==> src/rtl/cop0Pkg.sv <==
`default_nettype none

package cop0Pkg;

  // bus and register widths.
  localparam int dataWidth   = 32;
  localparam int addrWidth   = 5;
  localparam int irqCount    = 6;
  localparam int extIrqCount = 4;

  // register map.
  localparam logic [addrWidth-1:0] addrCount   = 5'd9;
  localparam logic [addrWidth-1:0] addrCompare = 5'd11;
  localparam logic [addrWidth-1:0] addrStatus  = 5'd12;
  localparam logic [addrWidth-1:0] addrCause   = 5'd13;
  localparam logic [addrWidth-1:0] addrEpc     = 5'd14;

  // pending field in Cause and mask field in Status share this base.
  localparam int ipLow = 10;
  localparam int ieBit = 0;

  // interrupt source order.
  localparam int irqUart0    = 0;
  localparam int irqUart1    = 1;
  localparam int irqFrame    = 2;
  localparam int irqGp       = 3;
  localparam int irqOverflow = 4;
  localparam int irqTimer    = 5;

  localparam logic [dataWidth-1:0] compareReset = 32'h0000_FFFF;

  // 1 = rising-edge capture, 0 = level. only the frame line is edge.
  localparam logic [extIrqCount-1:0] extEdgeMask = 4'b0100;

endpackage

`default_nettype wire

==> src/rtl/cop0BusPort.sv <==
`timescale 1ns/1ps
`default_nettype none

module cop0BusPort (
  input  wire logic                          Clock,
  input  wire logic                          rstN,
  input  wire logic                          hostReq,
  input  wire logic                          hostWrite,
  input  wire logic [cop0Pkg::addrWidth-1:0] hostAddr,
  input  wire logic [cop0Pkg::dataWidth-1:0] hostWdata,
  input  wire logic [cop0Pkg::dataWidth-1:0] regRdata,
  output logic                               hostAck,
  output logic      [cop0Pkg::dataWidth-1:0] hostRdata,
  output logic                               regWrite,
  output logic                               regRead,
  output logic      [cop0Pkg::addrWidth-1:0] regAddr,
  output logic      [cop0Pkg::dataWidth-1:0] regWdata
);
  import cop0Pkg::*;

  typedef enum logic [1:0] {portIdle, portAccess, portAck} portStateT;

  portStateT state;
  logic reqQ;
  logic writeQ;
  logic [addrWidth-1:0] addrQ;
  logic [dataWidth-1:0] wdataQ;
  logic [dataWidth-1:0] rdataQ;
  logic strobe;

  // one access per transfer, fired on the first idle cycle with req seen.
  assign strobe    = (state == portIdle) && reqQ;
  assign regWrite  = strobe && writeQ;
  assign regRead   = strobe && !writeQ;
  assign regAddr   = addrQ;
  assign regWdata  = wdataQ;
  assign hostRdata = rdataQ;

  always_ff @(posedge Clock) begin
    if (!rstN) begin
      reqQ    <= 1'b0;
      state   <= portIdle;
      hostAck <= 1'b0;
    end else begin
      reqQ <= hostReq;
      case (state)
        portIdle: if (reqQ) state <= portAccess;
        portAccess: begin
          state   <= portAck;
          hostAck <= 1'b1;
        end
        portAck: begin
          if (!reqQ) begin // host released, drop ack.
            state   <= portIdle;
            hostAck <= 1'b0;
          end
        end
        default: state <= portIdle;
      endcase
    end
  end

  // request fields are stable while req is up.
  always_ff @(posedge Clock) begin
    if (state == portIdle) begin
      writeQ <= hostWrite;
      addrQ  <= hostAddr;
      wdataQ <= hostWdata;
    end
    if (regRead) rdataQ <= regRdata; // held until next read.
  end

endmodule

`default_nettype wire

==> src/rtl/irqSync.sv <==
`timescale 1ns/1ps
`default_nettype none

module irqSync (
  input  wire logic                            Clock,
  input  wire logic                            rstN,
  input  wire logic [cop0Pkg::extIrqCount-1:0] extIrq,
  output logic      [cop0Pkg::extIrqCount-1:0] extIrqSync
);
  import cop0Pkg::*;

  logic [extIrqCount-1:0] sync1;
  logic [extIrqCount-1:0] sync2;
  logic [extIrqCount-1:0] sync3;
  logic [extIrqCount-1:0] pulseQ;

  always_ff @(posedge Clock) begin
    if (!rstN) begin
      sync1  <= '0;
      sync2  <= '0;
      sync3  <= '0;
      pulseQ <= '0;
    end else begin
      sync1  <= extIrq;
      sync2  <= sync1;
      sync3  <= sync2;
      pulseQ <= sync2 & ~sync3; // rising edge, one cycle wide.
    end
  end

  // edge lines take the pulse, the rest pass the level.
  assign extIrqSync = (pulseQ & extEdgeMask) | (sync2 & ~extEdgeMask);

endmodule

`default_nettype wire

==> src/rtl/cop0Regs.sv <==
`timescale 1ns/1ps
`default_nettype none

module cop0Regs (
  input  wire logic                            Clock,
  input  wire logic                            rstN,
  input  wire logic                            regWrite,
  input  wire logic                            regRead,
  input  wire logic [cop0Pkg::addrWidth-1:0]   regAddr,
  input  wire logic [cop0Pkg::dataWidth-1:0]   regWdata,
  input  wire logic [cop0Pkg::extIrqCount-1:0] extIrqSync,
  input  wire logic                            intHandled,
  input  wire logic [cop0Pkg::dataWidth-1:0]   handledPc,
  output logic      [cop0Pkg::dataWidth-1:0]   regRdata,
  output logic                                 irqPending
);
  import cop0Pkg::*;

  logic [dataWidth-1:0] epc;
  logic [dataWidth-1:0] count;
  logic [dataWidth-1:0] compare;
  logic [dataWidth-1:0] status;
  logic [dataWidth-1:0] cause;
  logic [irqCount-1:0]  shadowIp; // sources seen while disabled.

  logic [irqCount-1:0] sources;
  logic [irqCount-1:0] ip;
  logic [irqCount-1:0] im;
  logic [irqCount-1:0] nextIp;
  logic [irqCount-1:0] causeIp;
  logic ie;
  logic timerFire;
  logic overflowFire;
  logic wrCount;
  logic wrCompare;
  logic wrStatus;
  logic wrCause;
  logic [dataWidth-1:0] readMux;

  assign wrCount   = regWrite && (regAddr == addrCount);
  assign wrCompare = regWrite && (regAddr == addrCompare);
  assign wrStatus  = regWrite && (regAddr == addrStatus);
  assign wrCause   = regWrite && (regAddr == addrCause);

  assign timerFire    = (count == compare);
  assign overflowFire = &count;

  always_comb begin
    sources                    = '0;
    sources[extIrqCount-1:0]   = extIrqSync; // external lines sit at the bottom.
    sources[irqOverflow]       = overflowFire;
    sources[irqTimer]          = timerFire;
  end

  assign ip = cause[ipLow +: irqCount];
  assign im = status[ipLow +: irqCount];
  assign ie = status[ieBit];

  // with enable low the pending bits freeze.
  assign nextIp = ie ? (ip | sources | shadowIp) : ip;

  // compare write acknowledges the timer.
  always_comb begin
    causeIp = nextIp;
    if (wrCompare) causeIp[irqTimer] = 1'b0;
  end

  assign irqPending = ie && |(im & ip) && !regWrite;

  always_ff @(posedge Clock) begin
    if (!rstN) begin
      epc      <= '0;
      count    <= '0;
      compare  <= compareReset;
      status   <= '0;
      cause    <= '0;
      shadowIp <= '0;
    end else begin
      count <= wrCount ? regWdata : count + 1'b1;

      if (wrCompare) compare <= regWdata;

      if (intHandled) epc <= handledPc;

      if (wrStatus) begin
        status <= regWdata;
      end else if (intHandled) begin
        status[ieBit] <= 1'b0; // enter handler with interrupts off.
      end

      if (wrCause) begin
        cause <= regWdata;
      end else begin
        cause[ipLow +: irqCount] <= causeIp;
      end

      if (intHandled || ie) begin
        shadowIp <= '0;
      end else begin
        shadowIp <= shadowIp | sources;
      end
    end
  end

  always_comb begin
    case (regAddr)
      addrEpc:     readMux = epc;
      addrCount:   readMux = count;
      addrCompare: readMux = compare;
      addrStatus:  readMux = status;
      addrCause:   readMux = cause;
      default:     readMux = '0; // unmapped.
    endcase
  end

  assign regRdata = regRead ? readMux : '0;

endmodule

`default_nettype wire

==> src/rtl/exceptionSeq.sv <==
`timescale 1ns/1ps
`default_nettype none

module exceptionSeq (
  input  wire logic                          Clock,
  input  wire logic                          rstN,
  input  wire logic                          irqPending,
  input  wire logic                          irqAck,
  input  wire logic [cop0Pkg::dataWidth-1:0] epcIn,
  output logic                               irqReq,
  output logic                               intHandled,
  output logic      [cop0Pkg::dataWidth-1:0] handledPc
);
  import cop0Pkg::*;

  typedef enum logic [1:0] {seqIdle, seqRequest, seqWaitRelease} seqStateT;

  seqStateT state;

  always_ff @(posedge Clock) begin
    if (!rstN) begin
      state      <= seqIdle;
      irqReq     <= 1'b0;
      intHandled <= 1'b0;
    end else begin
      intHandled <= 1'b0;
      case (state)
        seqIdle: begin
          if (irqPending) begin
            irqReq <= 1'b1;
            state  <= seqRequest;
          end
        end
        seqRequest: begin
          // core took the interrupt.
          if (irqAck) begin
            irqReq     <= 1'b0;
            intHandled <= 1'b1;
            state      <= seqWaitRelease;
          end
        end
        seqWaitRelease: if (!irqAck) state <= seqIdle;
        default: begin
          irqReq <= 1'b0;
          state  <= seqIdle;
        end
      endcase
    end
  end

  // pc of the interrupted instruction, valid with ack.
  always_ff @(posedge Clock) begin
    if (state == seqRequest && irqAck) handledPc <= epcIn;
  end

endmodule

`default_nettype wire

==> src/rtl/cop0Top.sv <==
`timescale 1ns/1ps
`default_nettype none

module cop0Top (
  input  wire logic                            Clock,
  input  wire logic                            rstN,
  input  wire logic                            hostReq,
  input  wire logic                            hostWrite,
  input  wire logic [cop0Pkg::addrWidth-1:0]   hostAddr,
  input  wire logic [cop0Pkg::dataWidth-1:0]   hostWdata,
  input  wire logic [cop0Pkg::extIrqCount-1:0] extIrq,
  input  wire logic                            irqAck,
  input  wire logic [cop0Pkg::dataWidth-1:0]   epcIn,
  output logic                                 hostAck,
  output logic      [cop0Pkg::dataWidth-1:0]   hostRdata,
  output logic                                 irqReq
);
  import cop0Pkg::*;

  logic regWrite;
  logic regRead;
  logic [addrWidth-1:0] regAddr;
  logic [dataWidth-1:0] regWdata;
  logic [dataWidth-1:0] regRdata;
  logic [extIrqCount-1:0] extIrqSync;
  logic irqPending;
  logic intHandled;
  logic [dataWidth-1:0] handledPc;

  cop0BusPort i_busPort (
    .Clock     (Clock),
    .rstN      (rstN),
    .hostReq   (hostReq),
    .hostWrite (hostWrite),
    .hostAddr  (hostAddr),
    .hostWdata (hostWdata),
    .regRdata  (regRdata),
    .hostAck   (hostAck),
    .hostRdata (hostRdata),
    .regWrite  (regWrite),
    .regRead   (regRead),
    .regAddr   (regAddr),
    .regWdata  (regWdata)
  );

  irqSync i_irqSync (
    .Clock      (Clock),
    .rstN       (rstN),
    .extIrq     (extIrq),
    .extIrqSync (extIrqSync)
  );

  cop0Regs i_regs (
    .Clock      (Clock),
    .rstN       (rstN),
    .regWrite   (regWrite),
    .regRead    (regRead),
    .regAddr    (regAddr),
    .regWdata   (regWdata),
    .extIrqSync (extIrqSync),
    .intHandled (intHandled),
    .handledPc  (handledPc),
    .regRdata   (regRdata),
    .irqPending (irqPending)
  );

  exceptionSeq i_exceptionSeq (
    .Clock      (Clock),
    .rstN       (rstN),
    .irqPending (irqPending),
    .irqAck     (irqAck),
    .epcIn      (epcIn),
    .irqReq     (irqReq),
    .intHandled (intHandled),
    .handledPc  (handledPc)
  );

endmodule

`default_nettype wire

==> config.mk <==
export PLATFORM = sky130hd
export DESIGN_NAME = cop0Top
export DESIGN_NICKNAME = d
export VERILOG_FILES = /design/src/rtl/cop0Pkg.sv /design/src/rtl/cop0BusPort.sv /design/src/rtl/irqSync.sv /design/src/rtl/cop0Regs.sv /design/src/rtl/exceptionSeq.sv /design/src/rtl/cop0Top.sv
export SDC_FILE = /design/constraint.sdc
export NUM_CORES = 1
export LEC_CHECK = 0
export BUFFER_PORTS_ARGS = -buffer_cell sky130_fd_sc_hd__buf_2
export CORE_MARGIN = 3
export CORE_UTILIZATION = 50
export DETAILED_ROUTE_END_ITERATION = 10
export HOLD_SLACK_MARGIN = 0.1
export PLACE_DENSITY = 0.65
export SLEW_MARGIN = 20
export SYNTH_ARGS = -nofsm -noshare
export SYNTH_HDL_FRONTEND = slang
export SYNTH_SLANG_ARGS = --single-unit
==> constraint.sdc <==
create_clock -name Clock -period 4.9 [get_ports Clock]
set_input_delay 0.98 -clock Clock [delete_from_list [all_inputs] [get_ports Clock]]
set_output_delay 0.98 -clock Clock [all_outputs]
set_load 0.005 [all_outputs]
Word level (Yosys, flattened, before mapping)

Index checks and enable logic that the tools add are counted.

Output and inout bits: 34
Input port bits: 78
Word-level logic and storage cells: 96
Register bits: 290

Bitwise logic cells: 9
Reductions and logical operators: 27
Equal/unequal tests: 15
Multiplexer cells: 20
$add $sub $neg: 1

Operators by type and width:

| kind                    | count |
|---|---|
| $pmux W32 S5            | 1 |
| $add A32 B1 Y32 const B | 1 |
| $eq A32 B32 Y1          | 1 |
| $mux W32                | 1 |
| $reduce_and A32 Y1      | 1 |
| $eq A5 B4 Y1 const B    | 5 |
| $or A6 B6 Y6            | 3 |
| $mux W6                 | 2 |
| $pmux W2 S3             | 2 |
| $logic_and A1 B1 Y1     | 10 |
| $mux W2                 | 5 |
| $mux W1                 | 7 |
| $and A6 B6 Y6           | 1 |
| $ne A2 B2 Y1 const B    | 3 |
| $reduce_and A2 Y1       | 3 |
| $reduce_and A3 Y1       | 2 |
| $reduce_bool A2 Y1      | 3 |
| $reduce_or A6 Y1        | 1 |
| $eq A2 B1 Y1 const B    | 2 |
| $eq A2 B2 Y1 const B    | 2 |
| $logic_not A2 Y1        | 2 |
| $ne A2 B1 Y1 const B    | 2 |
| $or A3 B4 Y4            | 1 |
| $and A3 B3 Y3           | 1 |
| 8 further kinds         | 10 |

Longest topological paths before layout

Gate-level depths: netlist of the first run.

Depth in word-level cells: 7
Gate-level depth with buffers: 7
Mapped depth without buffers: 6

Hierarchy

A second synthesis of the first run with hierarchy kept.

Cell total of the unflattened synthesis: 1,089
Area, all modules: 11,279.6 um2

Modules (own cells, without submodules):

| module       | cells each | seq. area each (um2) | times used | area each (um2) |
|---|---|---|---|---|
| cop0Regs     | 929        | 3,323.2              | 1          | 7,602.3 |
| cop0BusPort  | 88         | 2,182.1              | 1          | 2,255.9 |
| exceptionSeq | 49         | 1,041.0              | 1          | 1,122.3 |
| irqSync      | 23         | 200.2                | 1          | 299.0 |

Worst setup path before layout of the first run

No wires, ideal clock.

Kind: register to register
From: reg i_busPort.state[1]
To: reg i_busPort.rdataQ[0] (netlist: i_busPort.hostRdata[0]), enable pin
Path buffers: 0
Library setup time: 0.421 ns
Arrival: 3.643 ns
Path slack: 0.835 ns
Data required time: 4.479 ns
Cell stages (with the launch flop): 4
Period minus slack after synthesis: 4.065 ns
Cells stage by stage: dfxtp_1 -> nor2_1 -> nand2_1 -> nor2_1

Word-level cells in the longest chain between the ends: 3

Ends and longest elaborated chain:

| element                | line              | RTL |
|---|---|---|
| start, declared        | cop0BusPort.sv:23 | `portStateT state;` |
| start signal, assigned | cop0BusPort.sv:42 | `state <= portIdle;` |
| start signal, assigned | cop0BusPort.sv:47 | `portIdle: if (reqQ) state <= portAccess;` |
| start signal, assigned | cop0BusPort.sv:49 | `state <= portAck;` |
| $logic_not A2 Y1       | cop0BusPort.sv:32 | `assign strobe = (state == portIdle) && reqQ;` |
| $logic_and A1 B1 Y1    | cop0BusPort.sv:32 |  |
| $logic_and A1 B1 Y1    | cop0BusPort.sv:34 | `assign regRead = strobe && !writeQ;` |
| via i_busPort.regRead  | cop0BusPort.sv:15 | `output logic regRead,` |
| end signal, assigned   | cop0BusPort.sv:70 | `if (regRead) rdataQ <= regRdata;` |
| end, declared          | cop0BusPort.sv:28 | `logic [dataWidth-1:0] rdataQ;` |

The timed path passes the listed nets, and every way through them passes these cells.
A chain may end at the register's enable or synchronous reset.

Worst setup path in the final report of the first run

From: reg i_regs.count[0]
To: reg i_regs.cause[14]

Word-level cells in the longest chain between the ends: 5

Ends and longest elaborated chain:

| element                       | line           | RTL |
|---|---|---|
| start, declared               | cop0Regs.sv:20 | `logic [dataWidth-1:0] count;` |
| start signal, assigned        | cop0Regs.sv:79 | `count <= wrCount ? regWdata : count + 1'b1;` |
| $reduce_and A32 Y1            | cop0Regs.sv:46 | `assign overflowFire = &count;` |
| $or A6 B6 Y6 (2 in series)    | cop0Regs.sv:60 | `assign nextIp = ie ? (ip \| sources \| shadowIp) : ip;` |
| $mux W6                       | cop0Regs.sv:60 |  |
| $mux W6                       | cop0Regs.sv:91 | `if (wrCause) begin` |
| end signal, assigned          | cop0Regs.sv:92 | `cause <= regWdata;` |
| end signal, assigned by index | cop0Regs.sv:94 | `cause[ipLow +: irqCount] <= causeIp;` |
| end, declared                 | cop0Regs.sv:23 | `logic [dataWidth-1:0] cause;` |

Every way passes these cells. The select of a mux whose other input is x is not followed.

==> results.cfg, run 1 <==
[place]
place_ws_ns = 2.08
gp_congestion = 0.856
place_hpwl_um = 18400
io_buffer_count = 111

[cells_and_area]
drive_gt1_share_pct = 16.3
antenna_cells = 0
area_growth_pct = 15.6
final_nets = 1277

[sta]
fmax_ghz = 0.429
timing.final.max_slew_violations = 0
fin_crit_ns = 2.33
fin_skew_ns = 0.0101
slew_headroom_pct = 29.4
setup_tns_ns = 0
finalCritPeriodShare_pct = 47.5
finalHoldViolCount = 0
setup_viol = 0
worst_pin_slew_ns = 1.06
rsz0062_at_grt = false
fin_ws_ns = 2.57

[synth]
synth-seq-area-share_pct = 59.1
synth_area_mm2 = 0.0114
syn_inst = 1114
synth_flop_cell = dfxtp_1
synth_edf_count = 102
async_reset_ff_share_pct = 0
yosys_warnings = 0
yosys_register_bits = 286
synth_area_per_cell_um2 = 10.3
synth.distinct_cells = 50
syn_nets = 1193

[die]
die_w_um = 157
initial_core_util_pct = 51.5
die_h_um = 157
die_area_mm2 = 0.0247
coreArea_mm2 = 0.0222
num_rows = 54
ios = 112

[critical_path]
cp-start-kind = flip-flop
crit_arrival_ns = 2.82
cp.required_ns = 5.39
cp_max_fo = 9
crit_type = flip-flop to flip-flop
critPathCaptureType = flip-flop

[grt]
grt_usage_pct = 22.0
grt_pass1_wl_um = 43000
grt_max_degree = 64
antenna_found_initial = 0
grt_pass1_vias = 7495
grt-ovfl-total = 0

[clocking]
clk_latency_ns = 0.55
cts_buffers = 30
hold_buffers = 0
cts_tree = done
postCtsSetupBuffers = 0
cts_resized = 0
cts_sinks = 286
clk_pin_slew_worst_paths_ns = 0.06
cts_buffer_depth = 3
root_buffer = clkbuf_16
htreeDepth = 1

[routing]
via_per_inst = 5.49
final_antenna_net_count = 0
num_vias = 8244
drc_errors = 0
routed_wl_um = 27400
drt_first_iter_violations = 820
drt_pass1_iterations = 5
drt-wirelength-per-cell_um = 18.3

[worst_hold_path]
min_path_type = flip-flop to flip-flop

[power_and_ir_drop]
p_leak_uw = 0.00473
ir_worst_vdd_mv = 0.258
powerDensity_mw_per_mm2 = 381

[flow_run]
cap_violations = 0

[status]
status = completed
[final cells by class]
| class | count | area (um2) |
|---|---|---|
| clock buffers | 38 | 832 |
| clock inverters | 17 | 185 |
| fillers | 1887 | 8960 |
| inverters | 11 | 57.6 |
| multi-input cells | 745 | 4380 |
| flip-flops and latches | 286 | 6750 |
| well taps | 280 | 350 |
| repair buffers | 124 | 653 |
[power breakdown]
group / internal (uW) / leakage, uW / switching [uW]
clock: 1400 / 0.000500 / 900
combinational: 62.8 / 0.00175 / 100
sequential: 2510 / 0.00248 / 57.8
total: 3970 / 0.00473 / 1060
[metrics by stage]
stage	std cells	utilization, %	area [um2]	hold slack (ns)	power, uW
after floorplan	1114	-	11400	0.367	2680
after CTS	1501	59.5	13200	0.386	5080
after global routing	1501	59.6	13200	0.404	5200
after detailed placement	1446	54.9	12200	0.378	2780
final	1501	59.6	13200	0.384	5030
after global placement	1446	54.9	12200	0.373	2770
[cells by family after synthesis]
group / share of synthesized area [%]
AND/OR/NAND/NOR: 16.0
XOR/XNOR: 4.68
multiplexers: 6.05
flip-flops: 59.1
buffers and inverters: 2.98
AO/OA/AOI/OAI: 11.2
adder cells (fa/ha/maj): 0.110
[worst max-delay path, cell delays in order, from the launching register on]
cell     delay [ns]
dfxtp_1        0.44
ha_1           0.35
nand4_2        0.21
nor4_4         0.61
a41oi_1        0.32
o21ai_1        0.20
o211a_1        0.16
[placed cells by master (no fill, tap or decap), types with 3 or more instances in the layout]
master | Yosys | layout
nand2_1 | 222 | 221
clkinv_2 | 0 | 6
clkinv_1 | 0 | 5
bufinv_16 | 0 | 4
clkbuf_1 | 55 | 4
nor2_2 | 1 | 4
nor4_1 | 5 | 5
nand3_1 | 31 | 30
a211oi_1 | 18 | 18
inv_1 | 10 | 9
a211oi_2 | 3 | 3
a22oi_1 | 3 | 3
nand3_2 | 4 | 5
o21ai_1 | 9 | 9
o21ai_0 | 43 | 43
buf_4 | 0 | 13
edfxtp_1 | 102 | 102
and2_1 | 11 | 10
nand2b_1 | 3 | 3
xnor2_1 | 41 | 41
clkbuf_16 | 0 | 31
dfxtp_1 | 184 | 183
nor2_1 | 87 | 82
a221o_1 | 28 | 28
nor3_2 | 1 | 3
xor2_1 | 20 | 20
a21oi_1 | 92 | 92
clkbuf_8 | 0 | 3
o211ai_1 | 4 | 4
and3_1 | 4 | 3
mux2i_1 | 69 | 69
or3_1 | 3 | 3
buf_2 | 10 | 111
nand4_1 | 18 | 18
[per-layer routing]
metal | GRT usage (%) | up-vias | part of all wire, %
met3 | 3.41 | 34 | 7.3
met1 | 36.1 | 3873 | 50
met2 | 30.3 | 272 | 41
met4 | 4.92 | 0 | 2.0
met5 | 0 | - | 0
li1 | - | 4065 | -
[state kept, by name, summed over array words and instances, names as in the netlist, 5 cells and up]
register / flops
i_regs.status: 32
i_regs.count: 32
i_exceptionSeq.handledPc: 32
i_busPort.regAddr: 5
i_busPort.regWdata: 32
i_regs.shadowIp: 6
i_regs.cause: 32
i_regs.epc: 32
i_busPort.hostRdata: 32
i_regs.compare: 32
[synthesized netlist by cell type, drive strengths merged, types with 3 or more instances]
master  instances  area [um2]
a211oi         21         173
a21oi          92         460
a221o          28         280
a22oi           3        22.5
and2           11        68.8
and3            5        32.5
buf            15        68.8
clkbuf         57         216
dfxtp         184        3680
edfxtp        102        3060
inv            10        37.5
mux2i          69         691
nand2         223         840
nand2b          3        18.8
nand3          35         195
nand4          19         125
nor2           88         333
nor3            4        25.0
nor4            7        73.8
o211ai          4        30.0
o21ai          52         260
or3             3        18.8
xnor2          41         359
xor2           20         175
[path summary, 6_finish.rpt]
| check | from | to | slack (ns) | depth (start not counted) |
|---|---|---|---|---|
| hold reg to reg | i_irqSync.sync3[2] | i_irqSync.pulseQ[2] | 0.38 | 1 |
| setup reg to reg | i_regs.count[0] | i_regs.cause[14] | 2.57 | 6 |
| hold / removal | i_irqSync.sync3[2] | i_irqSync.pulseQ[2] | 0.38 | 1 |
| setup / recovery | i_regs.count[0] | i_regs.cause[14] | 2.57 | 6 |
Note: power is estimated with default switching activity, not from simulation.
==> run 2, diff against run 1 <==
--- a/config.mk
+++ b/config.mk
@@ -10,7 +10,7 @@
 export CORE_UTILIZATION = 50
 export DETAILED_ROUTE_END_ITERATION = 10
 export HOLD_SLACK_MARGIN = 0.1
-export PLACE_DENSITY = 0.65
+export PLACE_DENSITY = 0.68
 export SLEW_MARGIN = 20
 export SYNTH_ARGS = -nofsm -noshare
 export SYNTH_HDL_FRONTEND = slang
==> constraint.sdc (replaced) <==
create_clock -name Clock -period 2 [get_ports Clock]
set_input_delay 0.4 -clock Clock [delete_from_list [all_inputs] [get_ports Clock]]
set_output_delay 0.4 -clock Clock [all_outputs]
set_load 0.005 [all_outputs]
==> run 2 against run 1 <==
  * Fmax rose by 27%
  * Die area did not move
  * Wire length rose by 5.0%
  * Global-route usage rose by 1.2 points
  * Design area rose by 7.5%
  * Clock-buffer cell count fell by 2
  * Total power rose by 140%
  * Critical path depth rose by 1
  * Combinational power rose to 3.3 times the previous value
  * Hold slack got worse by 0.26 ns
  * Critical path type unchanged
==> results.cfg, run 2 (synthesis results as in run 1) <==
[clocking]
cts_tree = done
clk_latency_ns = 0.55
cts_buffer_depth = 3
root_buffer = clkbuf_16
htreeDepth = 1
cts_buffers = 29
clk_pin_slew_worst_paths_ns = 0.07
cts_sinks = 286
postCtsSetupBuffers = 0

[power_and_ir_drop]
seq_power_share_pct = 51.6
power_frac_comb_pct = 4.5
ir_worst_vdd_mv = 0.538
internal_power_uw = 9540
powerDensity_mw_per_mm2 = 857
p_clk_share_pct = 44.0
switchingPower_uw = 2640
p_leak_uw = 0.00520
sw_frac_of_total_pct = 21.7

[die]
ios = 112
die_w_um = 157
die_area_mm2 = 0.0247
die_h_um = 157
num_rows = 54
initial_core_util_pct = 51.5
coreArea_mm2 = 0.0222

[place]
io_buffer_count = 111
placed_cell_area_mm2 = 0.0125
place_hpwl_um = 19100
dp_cells = 1475
gp_congestion = 0.840

[routing]
drt_pass1_iterations = 5
drc_errors = 0
num_vias = 8679
routed_wl_um = 28800
drt_first_iter_violations = 804
via_per_inst = 5.41
final_antenna_net_count = 0
drt-wirelength-per-cell_um = 18.0

[flow_run]
cap_violations = 0

[grt]
use_met3_pct = 4.21
busiest_layer = met1
grt_pass1_wl_um = 45300
antenna_found_initial = 0
grt-ovfl-total = 0
grt_pass1_vias = 8117
grt_usage_pct = 23.2
use_met2_pct = 33.3
grt_max_degree = 64
met1_usage_pct = 36.2

[sta]
finalHoldViolCount = 0
fin_crit_ns = 1.83
rsz0062_at_grt = false
fmax_ghz = 0.546
fin_skew_ns = 0.0116
timing.final.max_slew_violations = 0
finalCritPeriodShare_pct = 91.6
worst_pin_slew_ns = 0.469
slew_headroom_pct = 68.7
setup_viol = 0

[worst_hold_path]
min_path_type = input pin to flip-flop

[critical_path]
crit_type = flip-flop to flip-flop
cp_max_fo = 9
cp.required_ns = 2.50
cp-start-kind = flip-flop
crit_arrival_ns = 2.33
critPathCaptureType = flip-flop

[cells_and_area]
final_nets = 1380
fin_area_mm2 = 0.0142
fin_util_pct = 64.1
final_cell_mix = nand2_1, dfxtp_1, buf_2
n_fill_cell = 1797
layout_commonest_cell = nand2_1
antenna_cells = 0
final_cells = 1604
drive_gt1_share_pct = 17.2
area_growth_pct = 24.3

[status]
status = completed
==> run 2: cell types whose count changed in the layout (fill, tap and decap cells not counted), moves of 2 or more <==
| cell | before | now |
|---|---|---|
| dlygate4sd3_1 | 0 | 75 |
| clkinv_2 | 6 | 9 |
| clkbuf_16 | 31 | 29 |
| clkinv_1 | 5 | 3 |
| buf_4 | 13 | 35 |
| buf_12 | 0 | 7 |
==> run 2: timing repair <==
item / 4_1_cts / 5_1_grt
hold buffers: 75 / 0
gates resized for setup: 0 / 1
endpoints found under the setup margin: 0 / 1
endpoints found under the hold margin: 75 / 0
==> run 2: power by group through the flow <==
stage                     sequential [uW]  clock [uW]  combinational [uW]
after floorplan                      6330           0                 234
after global placement               6390           0                 424
after detailed placement             6400           0                 429
after CTS                            6270        5460                 542
after global routing                 6280        5710                 593
final                                6280        5350                 546
==> run 2: metal layers <==
| layer | share of wire (%) | routed length, um | vias to the layer above |
|---|---|---|---|
| li1 | - | - | 4278 |
| met5 | 0 | 0 | - |
| met3 | 7.8 | 2250 | 39 |
| met4 | 2.3 | 654 | 0 |
| met1 | 48 | 13900 | 4058 |
| met2 | 42 | 12000 | 304 |
==> run 2: path summary, 6_finish.rpt <==
kind                            from                   endpoint  slack (ns)  cells past startpoint
hold / removal                irqAck  i_exceptionSeq.intHandled        0.13                      3
setup / recovery     i_regs.count[1]           i_regs.cause[14]        0.17                      7
setup reg to reg     i_regs.count[1]           i_regs.cause[14]        0.17                      7
hold reg to reg   i_irqSync.sync3[2]        i_irqSync.pulseQ[2]        0.39                      1
==> run 2: critical path, cell delays in order, from the launching register on <==
cell,delay (ns)
dfxtp_1,0.39
ha_1,0.22
nand4_2,0.16
nor4_4,0.27
buf_4,0.21
a41oi_1,0.21
o21ai_1,0.17
o211a_1,0.15
==> run 2: cell type report <==
cell class / instances / area (um2) / area share (%)
repair buffers: 228 / 1710 / 12.0
clock inverters: 18 / 173 / 1.22
inverters: 11 / 57.6 / 0.405
multi-input cells: 745 / 4390 / 30.9
flip-flops and latches: 286 / 6750 / 47.5
clock buffers: 36 / 772 / 5.44
well taps: 280 / 350 / 2.47
==> run 2: metrics by stage <==
stage / setup WS [ns] / TNS (ns) / total power, uW / hold slack [ns]
floorplan: -0.0730 / -2.33 / 6560 / 0.367
global placement: 0.180 / 0 / 6820 / 0.374
detailed placement: 0.162 / 0 / 6820 / 0.381
CTS: 0.138 / 0 / 12300 / 0.108
global route: 0.0405 / 0 / 12600 / 0.124
finish: 0.167 / 0 / 12200 / 0.127
